**src/adc_ctrl_pkg.sv**
```systemverilog
package adc_ctrl_pkg;

  ////////////////////
  // Command word

  localparam int CMD_W     = 32;  // Command and data word width
  localparam int OPCODE_HI = 31;
  localparam int OPCODE_LO = 29;
  localparam int OP_W      = OPCODE_HI - OPCODE_LO + 1;
  localparam int CONT_BIT  = 27;  // Next command must be waiting at finish
  localparam int DELAY_W   = 25;  // Delay field, bits 24..0, in clk cycles
  localparam int CH_W      = 3;   // Channel field, single read uses bits 2..0
  localparam int N_CH      = 8;

  // Opcodes
  localparam logic [OP_W-1:0] OP_NO_OP     = 3'd0;
  localparam logic [OP_W-1:0] OP_SET_ORD   = 3'd1;
  localparam logic [OP_W-1:0] OP_ADC_RD    = 3'd2;
  localparam logic [OP_W-1:0] OP_ADC_RD_CH = 3'd3;

  ////////////////////
  // SPI frame

  localparam int FRAME_BITS     = 16;
  localparam logic [1:0] OTF_REQ_PREFIX = 2'd2;  // On-the-fly sample request
  localparam int OTF_PAD_W      = FRAME_BITS - 2 - CH_W;  // Zero tail after channel
  localparam int CS_HIGH_CYCLES = 8;  // n_cs high time before each frame
  localparam int SAMPLE_W       = 16;

  // Counter widths
  localparam int BIT_CNT_W   = 5;
  localparam int CS_CNT_W    = 4;
  localparam int FRAME_IDX_W = 4;

  // What the reply to a frame's request means
  typedef enum logic [1:0] {
    FK_NONE        = 2'd0,  // Dummy request, reply discarded
    FK_PAIR_FIRST  = 2'd1,  // Lower half of a pair word
    FK_PAIR_SECOND = 2'd2,  // Upper half, completes the word
    FK_SINGLE      = 2'd3   // Zero-extended single sample
  } frame_kind_e;

endpackage

```
**src/adc_cmd_sequencer.sv**
```systemverilog
`timescale 1ns/100ps

module adc_cmd_sequencer (
  input  logic                             clk,
  input  logic                             resetn,
  output logic                             cmd_buf_rd_en,
  input  logic [adc_ctrl_pkg::CMD_W-1:0]   cmd_buf_word,
  input  logic                             cmd_buf_empty,
  output logic                             frame_start,
  output logic [adc_ctrl_pkg::CH_W-1:0]    frame_ch,
  output adc_ctrl_pkg::frame_kind_e        frame_kind,
  input  logic                             frame_done,
  input  logic                             write_dropped,
  output logic                             halt,
  output logic                             bad_cmd,
  output logic                             cmd_buf_underflow,
  output logic                             data_buf_overflow,
  output logic                             delay_too_short
);

  import adc_ctrl_pkg::*;

  typedef enum logic [1:0] {S_IDLE, S_DELAY, S_READ, S_HALT} state_e;

  state_e                 state;
  logic [CH_W-1:0]        sample_order [N_CH];
  logic [DELAY_W-1:0]     delay_timer;
  logic [FRAME_IDX_W-1:0] frame_idx;   // Frame now on the wire
  logic                   single_rd;   // Current read is single-channel
  logic                   timed_rd;    // Current read checks the delay
  logic                   frames_done; // Last frame of the read has finished
  logic                   expect_next; // CONT bit of the running command

  logic [OP_W-1:0]        opcode;
  logic                   cmd_done, do_next, at_last, last_done, start_rd, issue;
  logic                   err_bad, err_underflow, err_short, any_err;
  logic [FRAME_IDX_W-1:0] nxt_idx;
  logic                   nxt_single;

  ////////////////////
  // Command finish and fetch

  assign opcode    = cmd_buf_word[OPCODE_HI:OPCODE_LO];
  assign at_last   = single_rd ? (frame_idx == 1) : (frame_idx == FRAME_IDX_W'(N_CH));
  assign last_done = frames_done || (frame_done && at_last);

  always_comb begin
    case (state)
      S_IDLE:  cmd_done = 1'b1;
      S_DELAY: cmd_done = (delay_timer == 0);
      S_READ:  cmd_done = last_done && (delay_timer == 0); // Frames out and delay expired
      default: cmd_done = 1'b0;                            // Halted
    endcase
  end

  assign do_next       = cmd_done && !cmd_buf_empty;
  assign cmd_buf_rd_en = do_next; // Pop in the finishing cycle
  assign start_rd      = do_next && (opcode == OP_ADC_RD || opcode == OP_ADC_RD_CH);

  // Error sources
  assign err_bad       = do_next && (opcode > OP_ADC_RD_CH);
  assign err_underflow = cmd_done && cmd_buf_empty && expect_next;
  assign err_short     = (state == S_READ) && timed_rd && (delay_timer == 0) && !last_done;
  assign any_err       = err_bad || err_underflow || err_short || write_dropped;
  assign halt          = (state == S_HALT);

  ////////////////////
  // Frame scheduling

  // Next frame index and read type
  assign issue      = !any_err && (start_rd || (state == S_READ && frame_done && !at_last));
  assign nxt_idx    = start_rd ? '0 : frame_idx + 1'b1;
  assign nxt_single = start_rd ? (opcode == OP_ADC_RD_CH) : single_rd;

  always_comb begin
    frame_ch   = '0;      // Dummy frames request channel 0
    frame_kind = FK_NONE;
    if (nxt_single) begin
      if (nxt_idx == 0) begin
        frame_ch   = cmd_buf_word[CH_W-1:0]; // First frame only starts with the fetch
        frame_kind = FK_SINGLE;
      end
    end else if (nxt_idx < FRAME_IDX_W'(N_CH)) begin
      frame_ch   = sample_order[nxt_idx[CH_W-1:0]];
      frame_kind = nxt_idx[0] ? FK_PAIR_SECOND : FK_PAIR_FIRST; // Even frames open a pair
    end
  end

  assign frame_start = issue;

  ////////////////////
  // State, timer, flags

  always_ff @(posedge clk) begin
    if (!resetn) begin
      state             <= S_IDLE;
      delay_timer       <= '0;
      frame_idx         <= '0;
      single_rd         <= 1'b0;
      timed_rd          <= 1'b0;
      frames_done       <= 1'b0;
      expect_next       <= 1'b0;
      bad_cmd           <= 1'b0;
      cmd_buf_underflow <= 1'b0;
      data_buf_overflow <= 1'b0;
      delay_too_short   <= 1'b0;
    end else if (any_err) begin
      state             <= S_HALT; // Sticky until reset
      bad_cmd           <= bad_cmd | err_bad;
      cmd_buf_underflow <= cmd_buf_underflow | err_underflow;
      data_buf_overflow <= data_buf_overflow | write_dropped;
      delay_too_short   <= delay_too_short | err_short;
    end else if (state != S_HALT) begin
      if (delay_timer != 0) delay_timer <= delay_timer - 1'b1;
      if (issue && !start_rd) frame_idx <= nxt_idx;                   // Step through the read
      if (state == S_READ && frame_done && at_last) frames_done <= 1'b1;
      if (cmd_done) begin
        if (cmd_buf_empty) begin
          state       <= S_IDLE;
          expect_next <= 1'b0;
        end else begin
          expect_next <= cmd_buf_word[CONT_BIT] && (opcode != OP_SET_ORD);
          case (opcode)
            OP_NO_OP: begin
              state       <= S_DELAY;
              delay_timer <= cmd_buf_word[DELAY_W-1:0];
            end
            OP_SET_ORD: state <= S_IDLE; // Table loads below
            OP_ADC_RD, OP_ADC_RD_CH: begin
              state       <= S_READ;
              frame_idx   <= '0;
              frames_done <= 1'b0;
              single_rd   <= (opcode == OP_ADC_RD_CH);
              timed_rd    <= (opcode == OP_ADC_RD);
              // Single read has no delay field since the channel sits in the low bits
              delay_timer <= (opcode == OP_ADC_RD) ? cmd_buf_word[DELAY_W-1:0] : '0;
            end
            default: state <= S_HALT; // Caught by err_bad
          endcase
        end
      end
    end
  end

  // Sample order table is identity after reset
  always_ff @(posedge clk) begin
    if (!resetn) begin
      for (int i = 0; i < N_CH; i++) sample_order[i] <= CH_W'(i);
    end else if (do_next && opcode == OP_SET_ORD) begin
      for (int i = 0; i < N_CH; i++) sample_order[i] <= cmd_buf_word[i*CH_W +: CH_W];
    end
  end

endmodule

```
**src/adc_ctrl_top.sv**
```systemverilog
`timescale 1ns/100ps

module adc_ctrl_top (
  input  logic                           clk,
  input  logic                           resetn,
  // Command buffer, first-word-fall-through
  output logic                           cmd_buf_rd_en,
  input  logic [adc_ctrl_pkg::CMD_W-1:0] cmd_buf_word,
  input  logic                           cmd_buf_empty,
  // Data buffer
  output logic                           data_buf_wr_en,
  output logic [adc_ctrl_pkg::CMD_W-1:0] data_word,
  input  logic                           data_buf_full,
  // Sticky errors
  output logic                           bad_cmd,
  output logic                           cmd_buf_underflow,
  output logic                           data_buf_overflow,
  output logic                           delay_too_short,
  // ADC SPI
  output logic                           n_cs,
  output logic                           mosi,
  input  logic                           miso
);

  import adc_ctrl_pkg::*;

  logic                frame_start, frame_done, halt, write_dropped;
  logic [CH_W-1:0]     frame_ch;
  frame_kind_e         frame_kind, tx_kind, sample_kind;
  logic                tx_frame_start, tx_frame_done, sample_valid;
  logic [SAMPLE_W-1:0] sample;

  adc_cmd_sequencer u_seq (
    .clk(clk), .resetn(resetn),
    .cmd_buf_rd_en(cmd_buf_rd_en), .cmd_buf_word(cmd_buf_word), .cmd_buf_empty(cmd_buf_empty),
    .frame_start(frame_start), .frame_ch(frame_ch), .frame_kind(frame_kind),
    .frame_done(frame_done), .write_dropped(write_dropped), .halt(halt),
    .bad_cmd(bad_cmd), .cmd_buf_underflow(cmd_buf_underflow),
    .data_buf_overflow(data_buf_overflow), .delay_too_short(delay_too_short)
  );

  spi_frame_tx u_tx (
    .clk(clk), .resetn(resetn), .halt(halt),
    .frame_start(frame_start), .frame_ch(frame_ch), .frame_kind(frame_kind),
    .n_cs(n_cs), .mosi(mosi), .frame_done(frame_done),
    .tx_frame_start(tx_frame_start), .tx_frame_done(tx_frame_done), .tx_kind(tx_kind)
  );

  spi_frame_rx u_rx (
    .clk(clk), .resetn(resetn), .halt(halt), .miso(miso),
    .tx_frame_start(tx_frame_start), .tx_frame_done(tx_frame_done), .tx_kind(tx_kind),
    .sample_valid(sample_valid), .sample(sample), .sample_kind(sample_kind)
  );

  sample_packer u_pack (
    .clk(clk), .resetn(resetn), .halt(halt),
    .sample_valid(sample_valid), .sample(sample), .sample_kind(sample_kind),
    .data_buf_full(data_buf_full), .data_buf_wr_en(data_buf_wr_en),
    .data_word(data_word), .write_dropped(write_dropped)
  );

endmodule

```
**src/sample_packer.sv**
```systemverilog
`timescale 1ns/100ps

module sample_packer (
  input  logic                              clk,
  input  logic                              resetn,
  input  logic                              halt,
  input  logic                              sample_valid,
  input  logic [adc_ctrl_pkg::SAMPLE_W-1:0] sample,
  input  adc_ctrl_pkg::frame_kind_e         sample_kind,
  input  logic                              data_buf_full,
  output logic                              data_buf_wr_en,
  output logic [adc_ctrl_pkg::CMD_W-1:0]    data_word,
  output logic                              write_dropped
);

  import adc_ctrl_pkg::*;

  logic [SAMPLE_W-1:0] first_q;  // Held lower half of a pair
  logic [CMD_W-1:0]    word_nxt;
  logic                word_rdy; // A complete word this cycle

  ////////////////////
  // Word assembly

  always_comb begin
    word_rdy = 1'b0;
    word_nxt = {{(CMD_W-SAMPLE_W){1'b0}}, sample}; // Zero-extended by default
    case (sample_kind)
      FK_PAIR_SECOND: begin
        word_rdy = sample_valid;
        word_nxt = {sample, first_q}; // Second sample on top
      end
      FK_SINGLE: word_rdy = sample_valid;
      default: word_rdy = 1'b0;       // First of a pair or nothing
    endcase
  end

  always_ff @(posedge clk) begin
    if (sample_valid && sample_kind == FK_PAIR_FIRST) first_q <= sample;
  end

  ////////////////////
  // Data buffer write

  always_ff @(posedge clk) begin
    if (!resetn || halt) begin
      data_buf_wr_en <= 1'b0;
      write_dropped  <= 1'b0;
    end else begin
      data_buf_wr_en <= word_rdy && !data_buf_full;
      write_dropped  <= word_rdy && data_buf_full; // Word lost, sequencer halts
    end
  end

  always_ff @(posedge clk) begin
    if (word_rdy && !data_buf_full) data_word <= word_nxt;
  end

endmodule

```
**src/spi_frame_rx.sv**
```systemverilog
`timescale 1ns/100ps

module spi_frame_rx (
  input  logic                              clk,
  input  logic                              resetn,
  input  logic                              halt,
  input  logic                              miso,
  input  logic                              tx_frame_start,
  input  logic                              tx_frame_done,
  input  adc_ctrl_pkg::frame_kind_e         tx_kind,
  output logic                              sample_valid,
  output logic [adc_ctrl_pkg::SAMPLE_W-1:0] sample,
  output adc_ctrl_pkg::frame_kind_e         sample_kind
);

  import adc_ctrl_pkg::*;

  logic                in_win;     // Inside the 16 capture cycles
  logic                cap;
  logic [SAMPLE_W-1:0] shreg;
  frame_kind_e         reply_kind; // Kind of the request being answered now

  assign cap = tx_frame_start | in_win;

  // Capture window follows the transmitter's frame
  always_ff @(posedge clk) begin
    if (!resetn || halt) in_win <= 1'b0;
    else if (tx_frame_done) in_win <= 1'b0;
    else if (tx_frame_start) in_win <= 1'b1;
  end

  always_ff @(posedge clk) begin
    if (cap) shreg <= {shreg[SAMPLE_W-2:0], miso}; // MSB arrives first
  end

  ////////////////////
  // Reply labelling, one frame behind the request

  always_ff @(posedge clk) begin
    if (!resetn || halt) begin
      reply_kind   <= FK_NONE; // Nothing pending at the first frame
      sample_kind  <= FK_NONE;
      sample_valid <= 1'b0;
    end else begin
      sample_valid <= tx_frame_done && (reply_kind != FK_NONE); // Dummies dropped
      if (tx_frame_done) begin
        sample_kind <= reply_kind;
        reply_kind  <= tx_kind;  // This frame's request is answered next frame
      end
    end
  end

  always_ff @(posedge clk) begin
    if (tx_frame_done) sample <= {shreg[SAMPLE_W-2:0], miso}; // Last bit taken directly
  end

endmodule

```
**src/spi_frame_tx.sv**
```systemverilog
`timescale 1ns/100ps

module spi_frame_tx (
  input  logic                          clk,
  input  logic                          resetn,
  input  logic                          halt,
  input  logic                          frame_start,
  input  logic [adc_ctrl_pkg::CH_W-1:0] frame_ch,
  input  adc_ctrl_pkg::frame_kind_e     frame_kind,
  output logic                          n_cs,
  output logic                          mosi,
  output logic                          frame_done,
  output logic                          tx_frame_start,
  output logic                          tx_frame_done,
  output adc_ctrl_pkg::frame_kind_e     tx_kind
);

  import adc_ctrl_pkg::*;

  logic [CS_CNT_W-1:0]   cs_cnt;  // n_cs high countdown
  logic [BIT_CNT_W-1:0]  bit_cnt; // Bits left in the frame, incl. the one on the wire
  logic [FRAME_BITS-1:0] shreg;   // MOSI request, MSB first
  logic                  n_cs_q;
  frame_kind_e           kind_q;

  ////////////////////
  // Chip select and bit counter

  always_ff @(posedge clk) begin
    if (!resetn || halt) begin
      cs_cnt  <= '0;
      bit_cnt <= '0;
      n_cs_q  <= 1'b1;
      kind_q  <= FK_NONE;
    end else begin
      if (frame_start) begin
        cs_cnt <= CS_CNT_W'(CS_HIGH_CYCLES); // Hold n_cs high first
        kind_q <= frame_kind;
      end else if (cs_cnt != 0) begin
        cs_cnt <= cs_cnt - 1'b1;
      end
      if (cs_cnt == 1) begin
        n_cs_q  <= 1'b0;                     // High time over, open the frame
        bit_cnt <= BIT_CNT_W'(FRAME_BITS);
      end else if (bit_cnt != 0) begin
        bit_cnt <= bit_cnt - 1'b1;
        if (bit_cnt == 1) n_cs_q <= 1'b1;    // Close after the last bit
      end
    end
  end

  ////////////////////
  // MOSI shift register

  always_ff @(posedge clk) begin
    if (frame_start) begin
      shreg <= {OTF_REQ_PREFIX, frame_ch, {OTF_PAD_W{1'b0}}}; // On-the-fly request
    end else if (bit_cnt != 0) begin
      shreg <= {shreg[FRAME_BITS-2:0], 1'b0}; // Next bit after each rising edge
    end
  end

  assign n_cs = n_cs_q | halt;                // Forced high on error
  assign mosi = shreg[FRAME_BITS-1] & ~n_cs;  // Low outside frames
  assign frame_done = (bit_cnt == 1);         // Last bit on the wire

  // Receiver side. Start marks the first bit cycle, kind holds for the whole frame
  assign tx_frame_start = (bit_cnt == BIT_CNT_W'(FRAME_BITS));
  assign tx_frame_done  = frame_done;
  assign tx_kind        = kind_q;

endmodule

```
**config.mk**
```make
export PLATFORM = sky130hd
export DESIGN_NAME = adc_ctrl_top
export DESIGN_NICKNAME = d
export VERILOG_FILES = /design/src/adc_ctrl_pkg.sv /design/src/adc_cmd_sequencer.sv /design/src/adc_ctrl_top.sv /design/src/sample_packer.sv /design/src/spi_frame_rx.sv /design/src/spi_frame_tx.sv
export SDC_FILE = /design/constraint.sdc
export NUM_CORES = 1
export LEC_CHECK = 0
export BUFFER_PORTS_ARGS = -buffer_cell sky130_fd_sc_hd__buf_2
export CAP_MARGIN = 10
export CORE_ASPECT_RATIO = 0.8
export CORE_MARGIN = 5
export CORE_UTILIZATION = 63
export DETAILED_ROUTE_END_ITERATION = 7
export PLACE_DENSITY = 0.85
export SYNTH_ARGS = -nofsm -noshare
export SYNTH_HDL_FRONTEND = slang
export SYNTH_SLANG_ARGS = --single-unit
```
**constraint.sdc**
```tcl
create_clock -name clk -period 5 [get_ports clk]
set_input_delay 0.25 -clock clk [delete_from_list [all_inputs] [get_ports clk]]
set_output_delay 0.25 -clock clk [all_outputs]
set_load 0.02 [all_outputs]
```
==> impl_summary.log, run 1 <==
[metrics] status: finished clean
[metrics] count of nets after finishing: 762
[metrics] leakage power of the design: 3.093 nW
[metrics] root buffer cell: sky130_fd_sc_hd__clkbuf_16
[metrics] fin crit share: 0.7205
[metrics] maximum count of clock buffers along a single path: 2
[metrics] worst setup slack after placement: 1471 ps
[metrics] Skew-Pair Late Insertion Delay: 420 ps
[metrics] global-route usage over all layers: 0.2309
[metrics] clock slew seen by the registers of the worst setup and hold paths: 70 ps
[metrics] growth of design area from synthesis to finish: 14.38%
[metrics] hold bufs inserted after CTS: 0
[metrics] Final Max Slew Viols: 0
[metrics] power after layout: 4.690 mW
[metrics] total negative setup slack: 0 ps
[metrics] Layout Cell Area excl Fill: 8488 um2
[metrics] most common library cell in the layout ignoring fill and taps: sky130_fd_sc_hd__edfxtp_1
[metrics] routability congestion estimate: 0.9305
[metrics] Ant. Diodes: 0
[metrics] Top FF cell, synth: sky130_fd_sc_hd__edfxtp_1
[metrics] EDFF count, synth: 106
[metrics] post-layout minimum cycle time: 3603 ps
[metrics] Post-Synthesis Mean Instance Area: 11.38 um2
[metrics] horizontal die dimension: 131.3 um
[metrics] combined area of all synthesized cells: 7421 um2
[metrics] vias in the first global route: 5327
[metrics] proportion of synthesized chip area in sequential cells: 0.5935
[metrics] post-CTS setup buffers: 0
[metrics] Final Core Density: 0.7370
[metrics] type of origin of the critical path: flop
[metrics] power per unit of standard cell area: 552.5 nW/um2
[metrics] drt total wl: 15.84 mm
[metrics] pin count of the biggest net entering global routing: 34
[metrics] final hold slack: 23.36 ps
[metrics] number of optimization iterations in the first detailed-route pass: 5
[metrics] asr flop ratio synth: 0
[metrics] DP Area: 7864 um2
[metrics] top cell type by total area after synthesis: sky130_fd_sc_hd__edfxtp_1
[metrics] Post-Synthesis Cells: 652
[metrics] Tightest Pin Transition: 1140 ps
[metrics] worst-case vdd ir drop: 413.5 uV
[metrics] I/O pin count: 77
[metrics] post-route worst setup slack: 1397 ps
[metrics] type of the tightest min-delay check: primary input to flop
[metrics] number of unique standard cell types used by synthesis: 70
[metrics] share of the synthesized area in the top cell type: 0.4289
[metrics] number of port buffers: 73
[metrics] ranking of synthesized cells by area: sky130_fd_sc_hd__edfxtp_1, sky130_fd_sc_hd__dfxtp_1, sky130_fd_sc_hd__a21oi_1, sky130_fd_sc_hd__mux2_2, sky130_fd_sc_hd__nor2_1
[metrics] core box area: 11520 um2
[metrics] number of sinks handled by clock tree synthesis: 167
[metrics] max-cap check violation count: 0
[metrics] vertical die dimension: 107.1 um
[metrics] Rows: 35
[metrics] total die area: 14060 um2
[metrics] TritonCTS clock tree: built
[metrics] RSZ-0062 raised after global routing: no
[metrics] count of final hold-check violations: 0
[metrics] category of the most critical setup path: flop to flop
[metrics] maximum clock frequency: 277.6 MHz
[metrics] average via count per standard cell: 6.215
[metrics] Placed Cells: 845
[metrics] Residual DRC: 0
[metrics] average wire length per cell after detail routing: 18.04 um
[metrics] signal arrival time at the worst endpoint: 3960 ps
[metrics] Slew HR: 0.2363
[metrics] Mapped Nets: 697
[metrics] wire length of the first global-routing pass: 26.61 mm
[metrics] WP data required: 5350 ps
[metrics] clock tree skew after final layout: 9.446 ps
[metrics] HPWL after detailed placement: 10.52 mm
[metrics] Final ANT Viol Nets: 0
[metrics] number of DRC markers in iteration 0: 590
[metrics] commonest non-fill, non-tap cells in the layout: sky130_fd_sc_hd__edfxtp_1, sky130_fd_sc_hd__buf_2, sky130_fd_sc_hd__dfxtp_1
[metrics] antenna violations before repair: 0
[metrics] residual overflow from global routing: 0
[metrics] number of endpoints failing setup at the final stage: 0
[metrics] share of cells above drive strength 1: 0.2151
[metrics] non-filler instance count after layout: 878
[metrics] overall via count from detail_route: 5457
[metrics] number of cells upsized or downsized after cts: 0
[metrics] effective utilization at floorplan: 0.6443
[metrics] TritonCTS Buffers: 17
[metrics] synthesized flop and latch total: 167
[metrics] CP Max Fanout: 22
[metrics] YS warnings: 0
[metrics] number of levels in the clock H-tree: 4
[metrics] CP Capture Type: flop
-- synthesized netlist by cell type, types with 14 or more instances --
cell                       count
sky130_fd_sc_hd__a21oi_1      50
sky130_fd_sc_hd__mux2_2       21
sky130_fd_sc_hd__a32o_1       14
sky130_fd_sc_hd__nor2_1       58
sky130_fd_sc_hd__edfxtp_1    106
sky130_fd_sc_hd__nor3_1       21
sky130_fd_sc_hd__dfxtp_1      61
sky130_fd_sc_hd__clkbuf_1     16
sky130_fd_sc_hd__o21ai_0      31
sky130_fd_sc_hd__nand2_1      48
sky130_fd_sc_hd__nand2b_1     18
sky130_fd_sc_hd__inv_1        23
sky130_fd_sc_hd__and2_1       33
-- sequential cells by signal, summed over array words and instances (netlist names), 4 cells and up --
register / cells
u_rx.shreg: 15
u_seq.delay_timer: 25
u_tx.cs_cnt: 4
u_pack.first_q: 16
u_seq.frame_idx: 4
u_seq.sample_order: 24
u_rx.sample: 16
u_pack.data_word: 32
u_tx.shreg: 5
u_tx.bit_cnt: 5
-- kinds of logic (layout without fill, tap and decap cells) --
group	count (synthesis)	after routing	synth area share
AND/OR/NAND/NOR	233	233	0.1659
buffers and inverters	55	133	0.03271
flip-flops	167	167	0.5935
adder cells (fa/ha/maj)	8	8	0.01349
AO/OA/AOI/OAI	151	151	0.1359
XOR/XNOR	8	8	0.009441
multiplexers	30	30	0.04906
-- routing by layer --
metal	GRT usage	share of wire	vias up
met5	0	0	-
met4	0.05507	0.010	0
met2	0.3808	0.48	265
met1	0.3095	0.42	2650
met3	0.06051	0.085	16
li1	-	-	2526
-- power breakdown --
| group | switching (mW) | leakage (nW) | total, mW | internal [mW] |
|---|---|---|---|---|
| combinational | 0.854 | 1.33 | 1.41 | 0.556 |
| sequential | 0.178 | 1.47 | 1.94 | 1.76 |
| clock | 0.578 | 0.293 | 1.34 | 0.762 |
| total | 1.61 | 3.09 | 4.69 | 3.08 |
-- path summary, 6_finish.rpt --
path,startpoint,to,slack [ps],cells after the start
max,u_tx.bit_cnt[1],u_seq.frame_idx[1],1400,10
min,miso,u_rx.sample[0],20,1
max reg2reg,u_tx.bit_cnt[1],u_seq.frame_idx[1],1400,10
min reg2reg,u_rx.shreg[14],u_rx.sample[15],440,0
-- critical path, cell delays in order (launching register included) --
cell	delay, ps
sky130_fd_sc_hd__dfxtp_1	330
sky130_fd_sc_hd__inv_1	100
sky130_fd_sc_hd__ha_1	140
sky130_fd_sc_hd__or4b_1	660
sky130_fd_sc_hd__inv_1	750
sky130_fd_sc_hd__nand2_1	100
sky130_fd_sc_hd__nor2_1	290
sky130_fd_sc_hd__o21ai_0	170
sky130_fd_sc_hd__nor4bb_1	650
sky130_fd_sc_hd__o22ai_1	200
sky130_fd_sc_hd__nor2_1	130
-- final cells by class --
type,count,area (um2)
fill,742,3029
inverter,23,86.33
tap,148,185.2
clock buffer,18,429.2
clock inverter,14,180.2
sequential,167,4404
timing repair buffer,78,410.4
multi-input combinational,430,2793
Note: power is estimated with default switching activity, not from simulation.
==> run 2, diff against run 1 <==
--- a/config.mk
+++ b/config.mk
@@ -9,9 +9,9 @@
 export CAP_MARGIN = 10
 export CORE_ASPECT_RATIO = 0.8
 export CORE_MARGIN = 5
-export CORE_UTILIZATION = 63
+export CORE_UTILIZATION = 53
 export DETAILED_ROUTE_END_ITERATION = 7
-export PLACE_DENSITY = 0.85
+export PLACE_DENSITY = 0.76
 export SYNTH_ARGS = -nofsm -noshare
 export SYNTH_HDL_FRONTEND = slang
 export SYNTH_SLANG_ARGS = --single-unit
==> constraint.sdc (replaced) <==
create_clock -name clk -period 3.2 [get_ports clk]
set_input_delay 0.16 -clock clk [delete_from_list [all_inputs] [get_ports clk]]
set_output_delay 0.16 -clock clk [all_outputs]
set_load 0.02 [all_outputs]
==> impl_summary.log, run 2 (synthesis gave the netlist of run 1 again) <==
[metrics] horizontal die dimension: 142.3 um (+8.3%)
[metrics] register ranked first by flip-flop count: u_pack.data_word
[metrics] core box area: 13650 um2 (+18%)
[metrics] clock tree skew after final layout: 6.408 ps (-3.037 ps)
[metrics] count of final hold-check violations: 0 (unchanged)
[metrics] Ant. Diodes: 0 (unchanged)
[metrics] global-route usage over all layers: 0.2009 (-0.03004)
[metrics] category of the most critical setup path: flop to flop
[metrics] Layout Cell Area excl Fill: 8621 um2 (+1.6%)
[metrics] drt total wl: 15.83 mm (about the same)
[metrics] vertical die dimension: 115.8 um (+8.2%)
[metrics] share of cells above drive strength 1: 0.2295 (+0.01446)
[metrics] post-route worst setup slack: 184.3 ps (-1213 ps)
[metrics] reg2reg start: u_tx.bit_cnt[1]
[metrics] CP Capture Type: flop
[metrics] vias in the first global route: 5255 (-1.4%)
[metrics] clock slew seen by the registers of the worst setup and hold paths: 70 ps (about the same)
[metrics] pin count of the biggest net entering global routing: 33 (-2.9%)
[metrics] Residual DRC: 0 (unchanged)
[metrics] antenna violations before repair: 0 (unchanged)
[metrics] Seq. cell area: 4404 um2 (unchanged)
[metrics] type of the tightest min-delay check: primary input to flop
[metrics] final hold slack: 25.72 ps (+2.356 ps)
[metrics] max-cap check violation count: 0 (unchanged)
[metrics] signal arrival time at the worst endpoint: 3380 ps (-580 ps)
[metrics] Regs by FF count: u_pack.data_word (32), u_seq.delay_timer (25), u_seq.sample_order (24)
[metrics] number of levels in the clock H-tree: 4 (unchanged)
[metrics] WP data required: 3560 ps (-1790 ps)
[metrics] average wire length per cell after detail routing: 17.12 um (-5.1%)
[metrics] maximum clock frequency: 331.6 MHz (+19%)
[metrics] overall via count from detail_route: 5382 (-1.4%)
[metrics] effective utilization at floorplan: 0.5438 (-0.1005)
[metrics] Final ANT Viol Nets: 0 (unchanged)
[metrics] worst setup slack after placement: 171.2 ps (-1300 ps)
[metrics] post-CTS setup buffers: 0 (unchanged)
[metrics] commonest non-fill, non-tap cells in the layout: sky130_fd_sc_hd__edfxtp_1, sky130_fd_sc_hd__buf_2, sky130_fd_sc_hd__dfxtp_1
[metrics] number of DRC markers in iteration 0: 562 (-4.7%)
[metrics] residual overflow from global routing: 0 (unchanged)
[metrics] worst-case vdd ir drop: 532.2 uV (+29%)
[metrics] TritonCTS Buffers: 17 (unchanged)
[metrics] root buffer cell: sky130_fd_sc_hd__clkbuf_16
[metrics] number of sinks handled by clock tree synthesis: 167 (unchanged)
[metrics] Slew HR: 0.4828 (+0.2465)
[metrics] Final Max Slew Viols: 0 (unchanged)
[metrics] number of instances on the worst hold path: 3 (+2)
[metrics] reg2reg setup slack: 180 ps (-1210 ps)
[metrics] growth of design area from synthesis to finish: 16.17%
[metrics] number of fill cells: 1089 (+47%)
[metrics] power per unit of standard cell area: 842.9 nW/um2 (+53%)
[metrics] number of optimization iterations in the first detailed-route pass: 5 (unchanged)
[metrics] max FFs per register: 32 (unchanged)
[metrics] DP Area: 8034 um2 (+2.2%)
[metrics] TritonCTS clock tree: built
[metrics] leakage power of the design: 3.147 nW (+1.8%)
[metrics] type of origin of the critical path: flop
[metrics] I/O pin count: 77 (unchanged)
[metrics] maximum count of clock buffers along a single path: 2 (unchanged)
[metrics] Worst Hold Launch: cmd_buf_word[24]
[metrics] terminating pin of the worst hold path: u_seq.delay_timer[24]
[metrics] global-route track usage on met3: 0.04785 (-0.01265)
[metrics] terminus of the critical flop-to-flop path: u_seq.frame_idx[2]
[metrics] GRT busiest layer: met2
[metrics] post-layout minimum cycle time: 3016 ps (-586.9 ps)
[metrics] number of port buffers: 73 (unchanged)
[metrics] count of nets after finishing: 777 (+2.0%)
[metrics] CP Max Fanout: 7 (-68%)
[metrics] Tightest Pin Transition: 775.0 ps (-365.5 ps)
[metrics] global-route track usage on met2: 0.3222 (-0.05857)
[metrics] status: finished clean
[metrics] fin crit share: 0.9424 (+0.2219)
[metrics] met1 Track Usage GR: 0.2735 (-0.03593)
[metrics] Skew-Pair Late Insertion Delay: 420 ps (about the same)
[metrics] RSZ-0062 raised after global routing: yes
[metrics] HPWL after detailed placement: 10.88 mm (+3.5%)
[metrics] total die area: 16480 um2 (+17%)
[metrics] most common library cell in the layout ignoring fill and taps: sky130_fd_sc_hd__edfxtp_1
[metrics] Multi-input gate area: 2793 um2 (unchanged)
[metrics] Rows: 38 (+8.6%)
[metrics] routability congestion estimate: 0.8709 (-6.4%)
[metrics] worst reg2reg path depth: 9 (-1)
[metrics] average via count per standard cell: 5.818 (-6.4%)
[metrics] wire length of the first global-routing pass: 26.14 mm (-1.8%)
[metrics] number of endpoints failing setup at the final stage: 0 (unchanged)
run 2: repair_timing:
action                                  in CTS  in global routing
endpoints found under the hold margin        3                  0
gates resized for setup                      0                  1
hold buffers                                 2                  0
endpoints found under the setup margin       0                  4
run 2: layout make-up:
type,count,area share
Sequential cell,167,0.5109
Clock buffer,18,0.04978
Inverter,23,0.01001
Timing Repair Buffer,93,0.06328
Clock inverter,14,0.01597
Multi-Input combinational cell,430,0.3239
Tap cell,180,0.02612
run 2: how the worst max path moves through the flow:
stage,start,slack (ps),end,cells after the start
floorplan,u_tx.bit_cnt[1],100,u_seq.sample_order[0][0],10
global placement,u_tx.bit_cnt[1],320,u_tx.shreg[13],8
detailed placement,u_tx.bit_cnt[1],170,u_tx.shreg[13],9
CTS,u_tx.bit_cnt[1],160,u_tx.shreg[13],9
global route,u_tx.bit_cnt[1],-20,u_seq.frame_idx[1],9
finish,u_tx.bit_cnt[1],180,u_seq.frame_idx[2],9
run 2: through the flow:
| stage | power (mW) | setup TNS (ps) | util | std cells |
|---|---|---|---|---|
| finish | 7.267 | 0 | 0.6318 | 925 |
| global route | 7.703 | -57.84 | 0.6318 | 925 |
| CTS | 7.278 | 0 | 0.6318 | 925 |
| detailed placement | 5.302 | 0 | 0.5888 | 891 |
| global placement | 5.181 | 0 | 0.5888 | 891 |
| floorplan | 4.717 | 0 | - | 652 |
run 2: power breakdown:
group	internal (mW)	leakage (nW)	total (mW)	switching (mW)
clock network	1.09	0.268	1.96	0.871
logic	0.953	1.41	2.28	1.33
registers	2.75	1.47	3.02	0.271
run 2: metal layers:
| metal | part of all wire | wire length [um] |
|---|---|---|
| met3 | 0.076 | 1204 |
| met5 | 0 | 0 |
| met2 | 0.48 | 7531 |
| met1 | 0.44 | 6910 |
| met4 | 0.012 | 188 |
run 2: worst max-delay path, stage by stage (launching register included):
cell and delay, ps:
sky130_fd_sc_hd__dfxtp_1 330, sky130_fd_sc_hd__inv_1 100, sky130_fd_sc_hd__ha_1 140, sky130_fd_sc_hd__or4b_1 540
sky130_fd_sc_hd__a2111oi_2 400, sky130_fd_sc_hd__or3_1 190, sky130_fd_sc_hd__a221o_2 250, sky130_fd_sc_hd__nor4bb_1 640
sky130_fd_sc_hd__and2_1 230, sky130_fd_sc_hd__o211a_1 130
